[src/include/esp_ctrl_cfg.svh]
`ifndef ESP_CTRL_CFG_SVH
`define ESP_CTRL_CFG_SVH

// identification bytes returned to the ESP
`define ESP_CTRL_COOKIE        8'hAF
`define ESP_CTRL_VERSION_MAJOR 3'd0
`define ESP_CTRL_VERSION_MINOR 5'd3

// spi slave bit counter width, 8 bits per byte
`define ESP_CTRL_BIT_CNT_W     3

// parameter slots in the command parser
`define ESP_CTRL_MAX_PARAMS    2

// z80 reset pulse length in clocks
`define ESP_CTRL_RST_CYCLES    15

// flash sck half period in clocks
`define ESP_CTRL_FLASH_HALF_BIT 8

`define ESP_CTRL_KEYB_ROWS     8

`endif

[src/esp_ctrl_pkg.sv]
`default_nettype none

package esp_ctrl_pkg;

  // opcodes from the ESP, first byte of every command
  typedef enum logic [7:0] {
    get_cookie       = 8'd0,
    get_version      = 8'd15,
    send_keyb        = 8'd19,
    ptrs_rst         = 8'd20,
    z80_pause        = 8'd21,
    z80_resume       = 8'd22,
    set_led          = 8'd26,
    set_spi_ctrl_reg = 8'd29,
    set_spi_data     = 8'd30,
    get_spi_data     = 8'd31,
    set_esp_status   = 8'd32
  } cmd_e;

  // command parser states
  // execute is never entered, it falls back to idle
  typedef enum logic [1:0] {
    idle       = 2'd0,
    read_bytes = 2'd1,
    execute    = 2'd2
  } parser_state_e;

endpackage

`default_nettype wire

[src/esp_spi_slave.sv]
`timescale 1ns/100ps
`default_nettype none

`include "esp_ctrl_cfg.svh"

module esp_spi_slave (
  input  logic       clk,
  input  logic       cass_out_sel_n,
  input  logic       spi_cs_n,
  input  logic       spi_sck,
  input  logic       spi_mosi,
  input  logic [7:0] tx_byte,
  output logic       spi_miso,
  output logic [7:0] rx_byte,
  output logic       rx_valid
);

  logic [2:0] sck_sync;
  logic [1:0] cs_sync;
  logic [1:0] mosi_sync;
  logic       sck_rise;
  logic       sck_fall;
  logic       cs_active;

  logic [`ESP_CTRL_BIT_CNT_W-1:0] bit_cnt;
  logic [7:0] rx_shift;
  logic [7:0] tx_shift;

  // two sync stages and a third sck stage for edge detection
  always_ff @(posedge clk or negedge cass_out_sel_n) begin
    if (!cass_out_sel_n) begin
      sck_sync  <= 3'b000;
      cs_sync   <= 2'b11;
      mosi_sync <= 2'b00;
    end else begin
      sck_sync  <= {sck_sync[1:0], spi_sck};
      cs_sync   <= {cs_sync[0], spi_cs_n};
      mosi_sync <= {mosi_sync[0], spi_mosi};
    end
  end

  assign sck_rise  = (sck_sync[2:1] == 2'b01);
  assign sck_fall  = (sck_sync[2:1] == 2'b10);
  assign cs_active = ~cs_sync[1];

  // bit counter and receive strobe
  always_ff @(posedge clk or negedge cass_out_sel_n) begin
    if (!cass_out_sel_n) begin
      bit_cnt  <= '0;
      rx_valid <= 1'b0;
    end else begin
      rx_valid <= 1'b0;
      if (!cs_active) begin
        bit_cnt <= '0;
      end else if (sck_rise) begin
        bit_cnt <= bit_cnt + `ESP_CTRL_BIT_CNT_W'(1);
        if (&bit_cnt)
          rx_valid <= 1'b1;
      end
    end
  end

  // mosi in msb first
  always_ff @(posedge clk) begin
    if (cs_active && sck_rise)
      rx_shift <= {rx_shift[6:0], mosi_sync[1]};
  end

  assign rx_byte = rx_shift;

  // response loads at the first falling edge and puts bit 7 on the line
  always_ff @(posedge clk or negedge cass_out_sel_n) begin
    if (!cass_out_sel_n) begin
      tx_shift <= 8'h00;
    end else if (cs_active && sck_fall) begin
      if (bit_cnt == `ESP_CTRL_BIT_CNT_W'(1))
        tx_shift <= tx_byte;
      else
        tx_shift <= {tx_shift[6:0], 1'b0};
    end
  end

  assign spi_miso = cs_active ? tx_shift[7] : 1'b0;

endmodule

`default_nettype wire

[src/cmd_parser.sv]
`timescale 1ns/100ps
`default_nettype none

`include "esp_ctrl_cfg.svh"

module cmd_parser (
  input  logic               clk,
  input  logic               cass_out_sel_n,
  input  logic [7:0]         rx_byte,
  input  logic               rx_valid,
  output esp_ctrl_pkg::cmd_e cmd,
  output logic [7:0]         param0,
  output logic [7:0]         param1,
  output logic               exec,
  output logic               cmd_error
);

  import esp_ctrl_pkg::*;

  localparam int NPARAM = `ESP_CTRL_MAX_PARAMS;
  localparam int CNT_W  = $clog2(NPARAM + 1);
  localparam int IDX_W  = $clog2(NPARAM);

  parser_state_e    state;
  cmd_e             op_in;
  cmd_e             pend_op;
  logic             op_known;
  logic [CNT_W-1:0] op_params;
  logic [CNT_W-1:0] bytes_left;
  logic [IDX_W-1:0] idx;
  logic             last_param;

  logic [7:0] param_buf [0:NPARAM-1];
  logic [7:0] param_q   [0:NPARAM-1];

  assign op_in = cmd_e'(rx_byte);

  // parameter count per opcode
  always_comb begin
    op_known  = 1'b1;
    op_params = '0;
    case (op_in)
      get_cookie, get_version, ptrs_rst,
      z80_pause, z80_resume, get_spi_data: op_params = CNT_W'(0);
      send_keyb:                           op_params = CNT_W'(2);
      set_led, set_spi_ctrl_reg,
      set_spi_data, set_esp_status:        op_params = CNT_W'(1);
      default:                             op_known  = 1'b0;
    endcase
  end

  assign last_param = (state == read_bytes) && rx_valid && (bytes_left == CNT_W'(1));

  always_ff @(posedge clk or negedge cass_out_sel_n) begin
    if (!cass_out_sel_n) begin
      state      <= idle;
      cmd        <= get_cookie;
      pend_op    <= get_cookie;
      bytes_left <= '0;
      idx        <= '0;
      exec       <= 1'b0;
      cmd_error  <= 1'b0;
    end else begin
      exec <= 1'b0;
      case (state)
        idle: begin
          if (rx_valid) begin
            if (!op_known) begin
              // sticky until reset
              cmd_error <= 1'b1;
            end else if (op_params == '0) begin
              cmd  <= op_in;
              exec <= 1'b1;
            end else begin
              pend_op    <= op_in;
              bytes_left <= op_params;
              idx        <= '0;
              state      <= read_bytes;
            end
          end
        end
        read_bytes: begin
          if (rx_valid) begin
            idx        <= idx + IDX_W'(1);
            bytes_left <= bytes_left - CNT_W'(1);
            if (last_param) begin
              cmd   <= pend_op;
              exec  <= 1'b1;
              state <= idle;
            end
          end
        end
        default: state <= idle;
      endcase
    end
  end

  // params collect in a buffer and only reach the outputs with exec
  always_ff @(posedge clk) begin
    if (state == read_bytes && rx_valid)
      param_buf[idx] <= rx_byte;
    if (last_param) begin
      for (int i = 0; i < NPARAM; i++) begin
        param_q[i] <= (IDX_W'(i) == idx) ? rx_byte : param_buf[i];
      end
    end
  end

  assign param0 = param_q[0];
  assign param1 = param_q[1];

endmodule

`default_nettype wire

[src/cmd_regs.sv]
`timescale 1ns/100ps
`default_nettype none

`include "esp_ctrl_cfg.svh"

module cmd_regs (
  input  logic               clk,
  input  logic               cass_out_sel_n,
  input  esp_ctrl_pkg::cmd_e cmd,
  input  logic [7:0]         param0,
  input  logic [7:0]         param1,
  input  logic               exec,
  input  logic [7:0]         flash_data,
  output logic [7:0]         tx_byte,
  output logic               led_red,
  output logic               led_green,
  output logic               led_blue,
  output logic [7:0]         esp_status,
  output logic               keyb_pressed,
  output logic               z80_rst,
  output logic               z80_paused
);

  import esp_ctrl_pkg::*;

  localparam int ROWS  = `ESP_CTRL_KEYB_ROWS;
  localparam int ROW_W = $clog2(ROWS);
  localparam int RST_W = $clog2(`ESP_CTRL_RST_CYCLES + 1);

  logic [7:0]       keyb_rows [0:ROWS-1];
  logic [RST_W-1:0] rst_cnt;

  always_ff @(posedge clk or negedge cass_out_sel_n) begin
    if (!cass_out_sel_n) begin
      led_red    <= 1'b0;
      led_green  <= 1'b0;
      led_blue   <= 1'b0;
      esp_status <= 8'h00;
      z80_paused <= 1'b1;
      tx_byte    <= 8'h00;
      for (int r = 0; r < ROWS; r++) begin
        keyb_rows[r] <= 8'h00;
      end
    end else if (exec) begin
      case (cmd)
        set_led: begin
          led_red   <= param0[0];
          led_green <= param0[1];
          led_blue  <= param0[2];
        end
        set_esp_status: esp_status <= param0;
        send_keyb:      keyb_rows[param0[ROW_W-1:0]] <= param1;
        z80_pause:      z80_paused <= 1'b1;
        z80_resume:     z80_paused <= 1'b0;
        ptrs_rst:       z80_paused <= 1'b0;
        // answers go out during the following dummy byte
        get_cookie:     tx_byte <= `ESP_CTRL_COOKIE;
        get_version:    tx_byte <= {`ESP_CTRL_VERSION_MAJOR, `ESP_CTRL_VERSION_MINOR};
        get_spi_data:   tx_byte <= flash_data;
        default: ;
      endcase
    end
  end

  // z80 reset pulse, high while the counter runs down
  always_ff @(posedge clk or negedge cass_out_sel_n) begin
    if (!cass_out_sel_n)
      rst_cnt <= '0;
    else if (exec && cmd == ptrs_rst)
      rst_cnt <= RST_W'(`ESP_CTRL_RST_CYCLES);
    else if (rst_cnt != '0)
      rst_cnt <= rst_cnt - RST_W'(1);
  end

  assign z80_rst = (rst_cnt != '0);

  // any key down anywhere in the matrix
  always_comb begin
    keyb_pressed = 1'b0;
    for (int r = 0; r < ROWS; r++) begin
      keyb_pressed = keyb_pressed | (|keyb_rows[r]);
    end
  end

endmodule

`default_nettype wire

[src/flash_spi_master.sv]
`timescale 1ns/100ps
`default_nettype none

`include "esp_ctrl_cfg.svh"

module flash_spi_master (
  input  logic               clk,
  input  logic               cass_out_sel_n,
  input  esp_ctrl_pkg::cmd_e cmd,
  input  logic [7:0]         param0,
  input  logic               exec,
  input  logic               flash_so,
  output logic               flash_cs_n,
  output logic               flash_clk,
  output logic               flash_si,
  output logic [7:0]         flash_data
);

  import esp_ctrl_pkg::*;

  // low bits time a half period, then a clock phase bit,
  // three bits of bit index and the busy bit on top
  localparam int HALF_W = $clog2(`ESP_CTRL_FLASH_HALF_BIT);
  localparam int CNT_W  = HALF_W + 5;

  logic [CNT_W-1:0] xfer_cnt;
  logic [7:0]       shift_reg;
  logic             ctrl_cs;
  logic             busy;
  logic             start;
  logic             phase_edge;
  logic             drive_edge;
  logic             capture_edge;

  assign busy         = xfer_cnt[CNT_W-1];
  assign start        = exec && (cmd == set_spi_data) && !busy;
  assign phase_edge   = busy && (xfer_cnt[HALF_W-1:0] == '0);
  assign drive_edge   = phase_edge && !xfer_cnt[HALF_W];
  assign capture_edge = phase_edge && xfer_cnt[HALF_W];

  // control register, only bit 7 (chip select) is used here
  always_ff @(posedge clk or negedge cass_out_sel_n) begin
    if (!cass_out_sel_n)
      ctrl_cs <= 1'b0;
    else if (exec && cmd == set_spi_ctrl_reg)
      ctrl_cs <= param0[7];
  end

  always_ff @(posedge clk or negedge cass_out_sel_n) begin
    if (!cass_out_sel_n) begin
      xfer_cnt <= '0;
      flash_si <= 1'b0;
    end else if (busy) begin
      xfer_cnt <= xfer_cnt + CNT_W'(1);
      if (drive_edge)
        flash_si <= shift_reg[7];
    end else if (start) begin
      xfer_cnt <= {1'b1, {(CNT_W-1){1'b0}}};
    end
  end

  // same register shifts data out and the flash reply in
  always_ff @(posedge clk) begin
    if (capture_edge)
      shift_reg <= {shift_reg[6:0], flash_so};
    else if (start)
      shift_reg <= param0;
  end

  assign flash_data = shift_reg;
  assign flash_cs_n = ~ctrl_cs;
  assign flash_clk  = xfer_cnt[HALF_W];

endmodule

`default_nettype wire

[src/esp_ctrl_top.sv]
`timescale 1ns/100ps
`default_nettype none

module esp_ctrl_top (
  input  logic       clk,
  input  logic       cass_out_sel_n,
  input  logic       spi_cs_n,
  input  logic       spi_sck,
  input  logic       spi_mosi,
  input  logic       flash_so,
  output logic       spi_miso,
  output logic       flash_cs_n,
  output logic       flash_clk,
  output logic       flash_si,
  output logic       led_red,
  output logic       led_green,
  output logic       led_blue,
  output logic [7:0] esp_status,
  output logic       keyb_pressed,
  output logic       z80_rst,
  output logic       z80_paused,
  output logic       cmd_error
);

  import esp_ctrl_pkg::*;

  logic [7:0] rx_byte;
  logic       rx_valid;
  logic [7:0] tx_byte;
  cmd_e       cmd;
  logic [7:0] param0;
  logic [7:0] param1;
  logic       exec;
  logic [7:0] flash_data;

  esp_spi_slave i_esp_spi_slave (
    .clk            (clk),
    .cass_out_sel_n (cass_out_sel_n),
    .spi_cs_n       (spi_cs_n),
    .spi_sck        (spi_sck),
    .spi_mosi       (spi_mosi),
    .tx_byte        (tx_byte),
    .spi_miso       (spi_miso),
    .rx_byte        (rx_byte),
    .rx_valid       (rx_valid)
  );

  cmd_parser i_cmd_parser (
    .clk            (clk),
    .cass_out_sel_n (cass_out_sel_n),
    .rx_byte        (rx_byte),
    .rx_valid       (rx_valid),
    .cmd            (cmd),
    .param0         (param0),
    .param1         (param1),
    .exec           (exec),
    .cmd_error      (cmd_error)
  );

  cmd_regs i_cmd_regs (
    .clk            (clk),
    .cass_out_sel_n (cass_out_sel_n),
    .cmd            (cmd),
    .param0         (param0),
    .param1         (param1),
    .exec           (exec),
    .flash_data     (flash_data),
    .tx_byte        (tx_byte),
    .led_red        (led_red),
    .led_green      (led_green),
    .led_blue       (led_blue),
    .esp_status     (esp_status),
    .keyb_pressed   (keyb_pressed),
    .z80_rst        (z80_rst),
    .z80_paused     (z80_paused)
  );

  flash_spi_master i_flash_spi_master (
    .clk            (clk),
    .cass_out_sel_n (cass_out_sel_n),
    .cmd            (cmd),
    .param0         (param0),
    .exec           (exec),
    .flash_so       (flash_so),
    .flash_cs_n     (flash_cs_n),
    .flash_clk      (flash_clk),
    .flash_si       (flash_si),
    .flash_data     (flash_data)
  );

endmodule

`default_nettype wire

[config.mk]
export PLATFORM = sky130hd
export DESIGN_NAME = esp_ctrl_top
export DESIGN_NICKNAME = d
export VERILOG_FILES = /design/src/esp_ctrl_pkg.sv /design/src/esp_spi_slave.sv /design/src/cmd_parser.sv /design/src/cmd_regs.sv /design/src/flash_spi_master.sv /design/src/esp_ctrl_top.sv
export VERILOG_INCLUDE_DIRS = /design/src /design/src/include
export SDC_FILE = /design/constraint.sdc
export NUM_CORES = 1
export LEC_CHECK = 0
export ABC_AREA = 0
export BUFFER_PORTS_ARGS = -buffer_cell sky130_fd_sc_hd__buf_2
export CORE_ASPECT_RATIO = 1.25
export CORE_MARGIN = 5
export CORE_UTILIZATION = 35
export CTS_BUF_LIST = sky130_fd_sc_hd__clkbuf_4 sky130_fd_sc_hd__clkbuf_8
export CTS_CLUSTER_SIZE = 30
export DETAILED_ROUTE_END_ITERATION = 8
export SYNTH_ARGS = -nofsm -noshare
export SYNTH_HDL_FRONTEND = slang
export SYNTH_HIERARCHICAL = 1
export SYNTH_SLANG_ARGS = --single-unit
[constraint.sdc]
create_clock -name clk -period 5.6 [get_ports clk]
set_input_delay 0.28 -clock clk [delete_from_list [all_inputs] [get_ports clk]]
set_output_delay 0.28 -clock clk [all_outputs]
set_load 0.1 [all_outputs]
==> metrics.csv, run 1 <==
metric,value,unit
p_per_area,273,nW/um2
worstPathArrival,3.08,ns
worst_pin_slew,1.24,ns
ios,25,
ys.flop_type,dfrtp_1,
seq_area_frac_synth,0.601,
irDropWorstVdd,0.000146,V
synthTopCellsByCount,"136 x dfrtp_1, 108 x mux2_2, 48 x edfxtp_1, 28 x nand2_1, 21 x inv_1",
drc,0,
syn_to_final_growth,9.90,%
synth_fp_nets,587,
rows,62,
hold_ws,0.159,ns
p_leak,4.00,nW
synth_most_common_cell,dfrtp_1,
overflow,0,
crit_type,reg2reg,
antenna_found_initial,0,
grt_max_degree,89,
critPathLaunchType,register,
core-area,23000,um2
clock_sinks,187,
drv_cap,0,
synth_area_leaders,"dfrtp_1 42%, edfxtp_1 18%, mux2_2 15%",
async_flop_share,0.743,
setup_viol,0,
cts_tree,done,
rsz0062_at_grt,no,
crit_required,5.93,ns
period_minus_slack,2.74,ns
synth.distinct_cells,77,
drt_iter0_markers,360,
timing.rr.start,i_cmd_parser/cmd[5],
cts-root-buf,clkbuf_8,
num-fill-cells,2118,
dr.pass1.iters,4,
hold_path.startpoint,flash_so,
cts_buffers,17,
clk_path_buf_depth,2,
tns,0,ns
port_buffers,24,
grt_pass1_vias,5071,
chipWidth,147,um
routed_wl,17.2,mm
h-tree-depth,4,
period_share,0.490,
hp-class,in2reg,
via_count,4739,
num_antenna_cells,0,
dieArea,26600,um2
synth-seq-cells,187,
wire_per_inst,19.1,um
regArea,4920,um2
synth_area_per_cell,14.3,um2
yosys_warnings,6,
slew_headroom,0.169,
yosys.area.top_type,dfrtp_1,
multi_input_area,3020,um2
synth_edf_count,48,
dp_hpwl,11.9,mm
crit_start,i_cmd_parser/cmd[5],
cts_resized,0,
syn_area,8190,um2
finalMaxSlewViolations,0,
synthCells,573,
gp_congestion,0.787,
fin_nets,612,
status,finished clean,
ant_nets,0,
final_layout_size_suffix_gt1_frac,0.339,
cts.clk_slew.worst_paths,0.09,ns
clock.fmax,365,MHz
die_height,181,um
cts_post_setup_buffers_inserted,0,
finClkSkew,0.0107,ns
synth_top_cell_area_share,0.416,
start_util,0.355,
track_usage,0.135,
endpoint_kind,register,
clk-insertion-delay-late,0.45,ns
vias_per_cell,5.27,
grt_pass1_wl,28.0,mm
hold_viol_final,0,
crit_fanout,14,
==> sequential cells by signal, indices dropped and copies added, names as in the netlist, 4 cells and up <==
signal	count
i_cmd_parser/pend_op	8
i_flash_spi_master/flash_data	8
i_cmd_parser/param_q	16
i_flash_spi_master/xfer_cnt	8
i_cmd_regs/esp_status	8
i_esp_spi_slave/tx_shift	8
i_cmd_regs/rst_cnt	4
i_cmd_parser/param_buf	16
i_esp_spi_slave/rx_byte	8
i_cmd_parser/cmd	8
i_cmd_regs/tx_byte	8
i_cmd_regs/keyb_rows	64
==> final timing paths <==
path | to | depth (start not counted) | slack (ns)
min in group asynchronous | i_flash_spi_master/xfer_cnt[2] | 2 | 0.47
hold / removal | i_flash_spi_master/flash_data[0] | 2 | 0.16
max in group asynchronous | i_cmd_regs/led_red | 3 | 3.89
hold reg to reg | i_esp_spi_slave/sck_sync[1] | 0 | 0.35
setup / recovery | i_cmd_regs/keyb_rows[13] | 3 | 2.86
setup reg to reg | i_cmd_regs/keyb_rows[13] | 3 | 2.86
==> cell usage in the layout (no fill, tap or decap), types with 9 or more instances in the layout <==
cell      instances
nand2_1          28
dfrtp_1         136
o21ai_0          15
mux2i_1          10
nand4_1          19
nor4_1           17
edfxtp_1         48
inv_1            21
clkbuf_8         21
nor2_1           14
mux2_2          108
nand2b_1          9
buf_2            23
==> through the flow <==
step,utilization,instance area [um2],cells,total power [W],setup WS [ns]
3_3_place_gp,0.370,8520,863,0.00152,3.00
2_1_floorplan,-,8190,573,0.00149,3.44
4_1_cts,0.391,9000,899,0.00250,2.90
3_5_place_dp,0.370,8520,863,0.00153,2.93
6_report,0.391,9000,899,0.00246,2.86
5_1_grt,0.391,9000,899,0.00257,2.67
==> area by class of cell <==
| cell class | count | area share |
|---|---|---|
| clock buffers | 23 | 0.0338 |
| clock inverters | 9 | 0.0149 |
| inverters | 21 | 0.00876 |
| multi-input cells | 342 | 0.336 |
| flip-flops and latches | 187 | 0.547 |
| well taps | 288 | 0.0400 |
| repair buffers | 29 | 0.0193 |
==> kinds of logic (layout without fill, tap and decap cells) <==
| logic type | count (synthesis) | in the layout | share of synthesized area |
|---|---|---|---|
| fa+ha+maj | 8 | 8 | 0.0122 |
| mux | 124 | 124 | 0.171 |
| xor+xnor | 5 | 5 | 0.00535 |
| flops | 187 | 187 | 0.601 |
| simple gates | 149 | 149 | 0.129 |
| buf+inv | 44 | 82 | 0.0293 |
| compound gates | 56 | 56 | 0.0520 |
==> critical path: stages, from the launching register on <==
cell	delay, ns
dfrtp_1	0.44
nor4b_2	1.07
nand4_1	0.65
mux2_2	0.46
==> power by group <==
| part | switching, W | internal [W] | total [W] |
|---|---|---|---|
| registers | 0.0000149 | 0.00141 | 0.00143 |
| clock network | 0.000459 | 0.000502 | 0.000961 |
| logic | 0.0000487 | 0.0000236 | 0.0000723 |
| total | 0.000522 | 0.00194 | 0.00246 |
==> layer usage <==
| metal | global-route usage | up-vias | wire, um |
|---|---|---|---|
| met1 | 0.162 | 2435 | 7110 |
| met2 | 0.228 | 111 | 9040 |
| met4 | 0.0719 | 0 | 502 |
| li1 | - | 2173 | - |
| met5 | 0 | - | 0 |
| met3 | 0.0273 | 20 | 519 |
==> repair_timing <==
action	in CTS	in global routing
hold buffers	4	0
setup endpoints to repair	0	0
endpoints found under the hold margin	88	0
No activity file was read; power rests on OpenSTA's default activity.
==> run 2, diff against run 1 <==
--- a/config.mk
+++ b/config.mk
@@ -6,7 +6,7 @@
 export SDC_FILE = /design/constraint.sdc
 export NUM_CORES = 1
 export LEC_CHECK = 0
-export ABC_AREA = 0
+export ABC_AREA = 1
 export BUFFER_PORTS_ARGS = -buffer_cell sky130_fd_sc_hd__buf_2
 export CORE_ASPECT_RATIO = 1.25
 export CORE_MARGIN = 5
==> constraint.sdc (replaced) <==
create_clock -name clk -period 2.51 [get_ports clk]
set_input_delay 0.1255 -clock clk [delete_from_list [all_inputs] [get_ports clk]]
set_output_delay 0.1255 -clock clk [all_outputs]
set_load 0.1 [all_outputs]
==> metrics.csv, run 2 <==
metric,value,unit,change
status,finished clean,,unchanged
dieArea,28200,um2,was 26600 um2
gp_congestion,0.805,,was 0.787
synth-xor-area-share,0.00100,,was 0.00535
crit_required,2.38,ns,was 5.93 ns
wire_per_inst,14.2,um,was 19.1 um
synthMuxAreaShare,0,,was 0.171
syn_to_final_growth,9.86,%,was 9.90%
hold_ws,0.187,ns,was 0.159 ns
r2r_end,i_cmd_parser/param_q[0][6],,was i_cmd_regs/keyb_rows[13]
tns,0,ns,unchanged
p_per_area,570,nW/um2,was 273 nW/um2
cts_resized,0,,unchanged
finClkSkew,0.0156,ns,was 0.0107 ns
clock_sinks,187,,unchanged
via_count,6326,,was 4739
finalMaxSlewViolations,0,,unchanged
yosys.area.top_type,dfrtp_1,,unchanged
path_cells,inv_1 > ha_1 > nand3_1 > buf_2,,was nor4b_2 > nand4_1 > mux2_2
clk-insertion-delay-late,0.47,ns,was 0.45 ns
yosys_warnings,6,,unchanged
dr.pass1.iters,5,,was 4
core-area,24500,um2,was 23000 um2
setup_viol,0,,unchanged
syn_area,8720,um2,was 8190 um2
cts_buffers,17,,unchanged
port_buffers,24,,unchanged
synth_area_leaders,"dfrtp_1 39%, edfxtp_1 17%, nand2_1 15%",,"was dfrtp_1 42%, edfxtp_1 18%, mux2_2 15%"
crit_slowest_cell,buf_2,,was nor4b_2
yosys.area_share.adder,0.0115,,was 0.0122
synth_fp_nets,986,,was 587
synthSimpleGateAreaFrac,0.326,,was 0.129
regMostFlops,i_cmd_regs/keyb_rows,,unchanged
synth-seq-cells,187,,unchanged
ys.flop_type,dfrtp_1,,unchanged
drc,0,,unchanged
rsz0062_at_grt,no,,unchanged
synth_edf_count,48,,unchanged
synthTopCellsByCount,"339 x nand2_1, 136 x dfrtp_1, 77 x nand4_1, 70 x nand3_1, 66 x inv_1",,"was 136 x dfrtp_1, 108 x mux2_2, 48 x edfxtp_1, 28 x nand2_1, 21 x inv_1"
worstPathArrival,1.81,ns,was 3.08 ns
dp_hpwl,13.0,mm,was 11.9 mm
final_cell_mix,"339 x nand2_1, 136 x dfrtp_1, 77 x nand4_1, 70 x nand3_1, 66 x inv_1",,"was 136 x dfrtp_1, 108 x mux2_2, 48 x edfxtp_1, 28 x nand2_1, 23 x buf_2"
synth_top_cell_area_share,0.390,,was 0.416
irDropWorstVdd,0.000301,V,was 0.000146 V
drv_cap,0,,unchanged
start_util,0.356,,was 0.355
worst_pin_slew,0.690,ns,was 1.24 ns
hp-class,in2async,,was in2reg
period_share,0.771,,
crit_fanout,5,,was 14
synth.distinct_cells,35,,was 77
rows,64,,was 62
ios,25,,unchanged
slew_headroom,0.538,,was 0.169
critPathLaunchType,register,,unchanged
r2r_cells,4,,was 3
grt_max_degree,80,,was 89
slowest_delay,0.46,ns,was 1.07 ns
routed_wl,19.0,mm,was 17.2 mm
h-tree-depth,4,,unchanged
async_flop_share,0.743,,unchanged
drt_iter0_markers,376,,was 360
timing.rr.start,i_esp_spi_slave/rx_valid,,was i_cmd_parser/cmd[5]
synth_area_per_cell,8.97,um2,was 14.3 um2
endpoint_kind,output pin,,was register
cts_tree,done,,unchanged
largest_reg_flops,64,,unchanged
track_usage,0.140,,was 0.135
hold_viol_final,0,,unchanged
clock.fmax,517,MHz,
synth_most_common_cell,nand2_1,,was dfrtp_1
grt_pass1_wl,31.6,mm,was 28.0 mm
clk_path_buf_depth,2,,unchanged
period_minus_slack,1.93,ns,
top_regs,"i_cmd_regs/keyb_rows x64, i_cmd_parser/param_buf x16, i_cmd_parser/param_q x16",,unchanged
synthCells,972,,was 573
grt_pass1_vias,6175,,was 5071
cts-root-buf,clkbuf_8,,unchanged
final_layout_size_suffix_gt1_frac,0.142,,was 0.339
cts.clk_slew.worst_paths,0.10,ns,was 0.09 ns
num_antenna_cells,0,,unchanged
p_leak,4.69,nW,was 4.00 nW
ant_nets,0,,unchanged
die_height,186,um,was 181 um
seq_area_frac_synth,0.565,,was 0.601
r2r_setup_slack,0.73,ns,was 2.86 ns
chipWidth,151,um,was 147 um
vias_per_cell,4.73,,was 5.27
crit_type,reg2out,,was reg2reg
synth_compound_area_frac,0.0336,,was 0.0520
synth_top_family_by_area,simple AND/OR/NAND/NOR gates,,was multiplexers
overflow,0,,unchanged
final_common_cell,nand2_1,,was dfrtp_1
fin_nets,1008,,was 612
antenna_found_initial,0,,unchanged
-- run 2: cell types whose count changed after synthesis, sizes merged, moves of 26 or more --
cell	delta
inv	+58
mux2	-114
nand2	+328
nand3	+71
nand4	+57
nor2	+75
o21ai	+26
-- run 2: power breakdown --
group / internal, W / switching (W) / leakage (nW) / total [W]
sequential: 0.00315 / 0.0000243 / 2.35 / 0.00317
clock: 0.00102 / 0.00109 / 0.218 / 0.00211
combinational: 0.0000497 / 0.000127 / 2.13 / 0.000176
-- run 2: cells by family (layout without fill, tap and decap cells) --
kind of cell             after synthesis  after routing
flip-flops                           187            187
adder cells (fa/ha/maj)                8              8
buffers and inverters                117            152
AO/OA/AOI/OAI                         51             51
AND/OR/NAND/NOR                      608            608
XOR/XNOR                               1              1
-- run 2: per-layer routing --
layer	global-route usage	wire (um)	up-vias
met2	0.233	9360	96
met3	0.0267	683	31
li1	-	-	3231
met1	0.183	8550	2968
met5	0	0	-
met4	0.0464	374	0
-- run 2: what timing repair did --
item,CTS,global route
hold buffers,5,0
hold endpoints to repair,53,0
buffers inserted,0,0
-- run 2: per-stage QoR --
| step | setup WS, ns | total power, W | instances | utilization | area (um2) |
|---|---|---|---|---|---|
| 2_1_floorplan | 0.433 | 0.00333 | 972 | - | 8720 |
| 3_3_place_gp | 0.790 | 0.00341 | 1300 | 0.372 | 9110 |
| 3_5_place_dp | 0.759 | 0.00341 | 1300 | 0.372 | 9110 |
| 4_1_cts | 0.524 | 0.00554 | 1337 | 0.391 | 9580 |
| 5_1_grt | 0.458 | 0.00568 | 1337 | 0.391 | 9580 |
| 6_report | 0.576 | 0.00546 | 1337 | 0.391 | 9580 |
-- run 2: final cells by class --
class,count,area (um2)
Inverter,81,304
Timing Repair Buffer,39,277
Sequential cell,187,4920
Clock inverter,14,165
Fill cell,2468,14900
Clock buffer,18,248
Tap cell,330,413
Multi-Input combinational cell,668,3250
-- run 2: how the worst max path moves through the flow --
stage | slack [ns] | to | depth (start not counted) | from
final | 0.58 | z80_rst | 4 | i_cmd_regs/rst_cnt[0]
after global routing | 0.46 | keyb_pressed | 7 | i_cmd_regs/keyb_rows[17]
after detailed placement | 0.76 | i_cmd_regs/keyb_rows[51] | 6 | i_cmd_parser/cmd[4]
after global placement | 0.79 | i_cmd_regs/keyb_rows[26] | 6 | i_cmd_parser/param_q[0][1]
after floorplan | 0.43 | i_cmd_regs/rst_cnt[1] | 5 | i_cmd_regs/rst_cnt[0]
after CTS | 0.52 | z80_rst | 4 | i_cmd_regs/rst_cnt[0]
-- run 2: worst max-delay path, delay by kind of cell, from the launching register on --
kind | cells | cell delay [ns]
buf+inv | 2 | 0.55
flops | 1 | 0.39
fa+ha+maj | 1 | 0.24
simple gates | 1 | 0.17
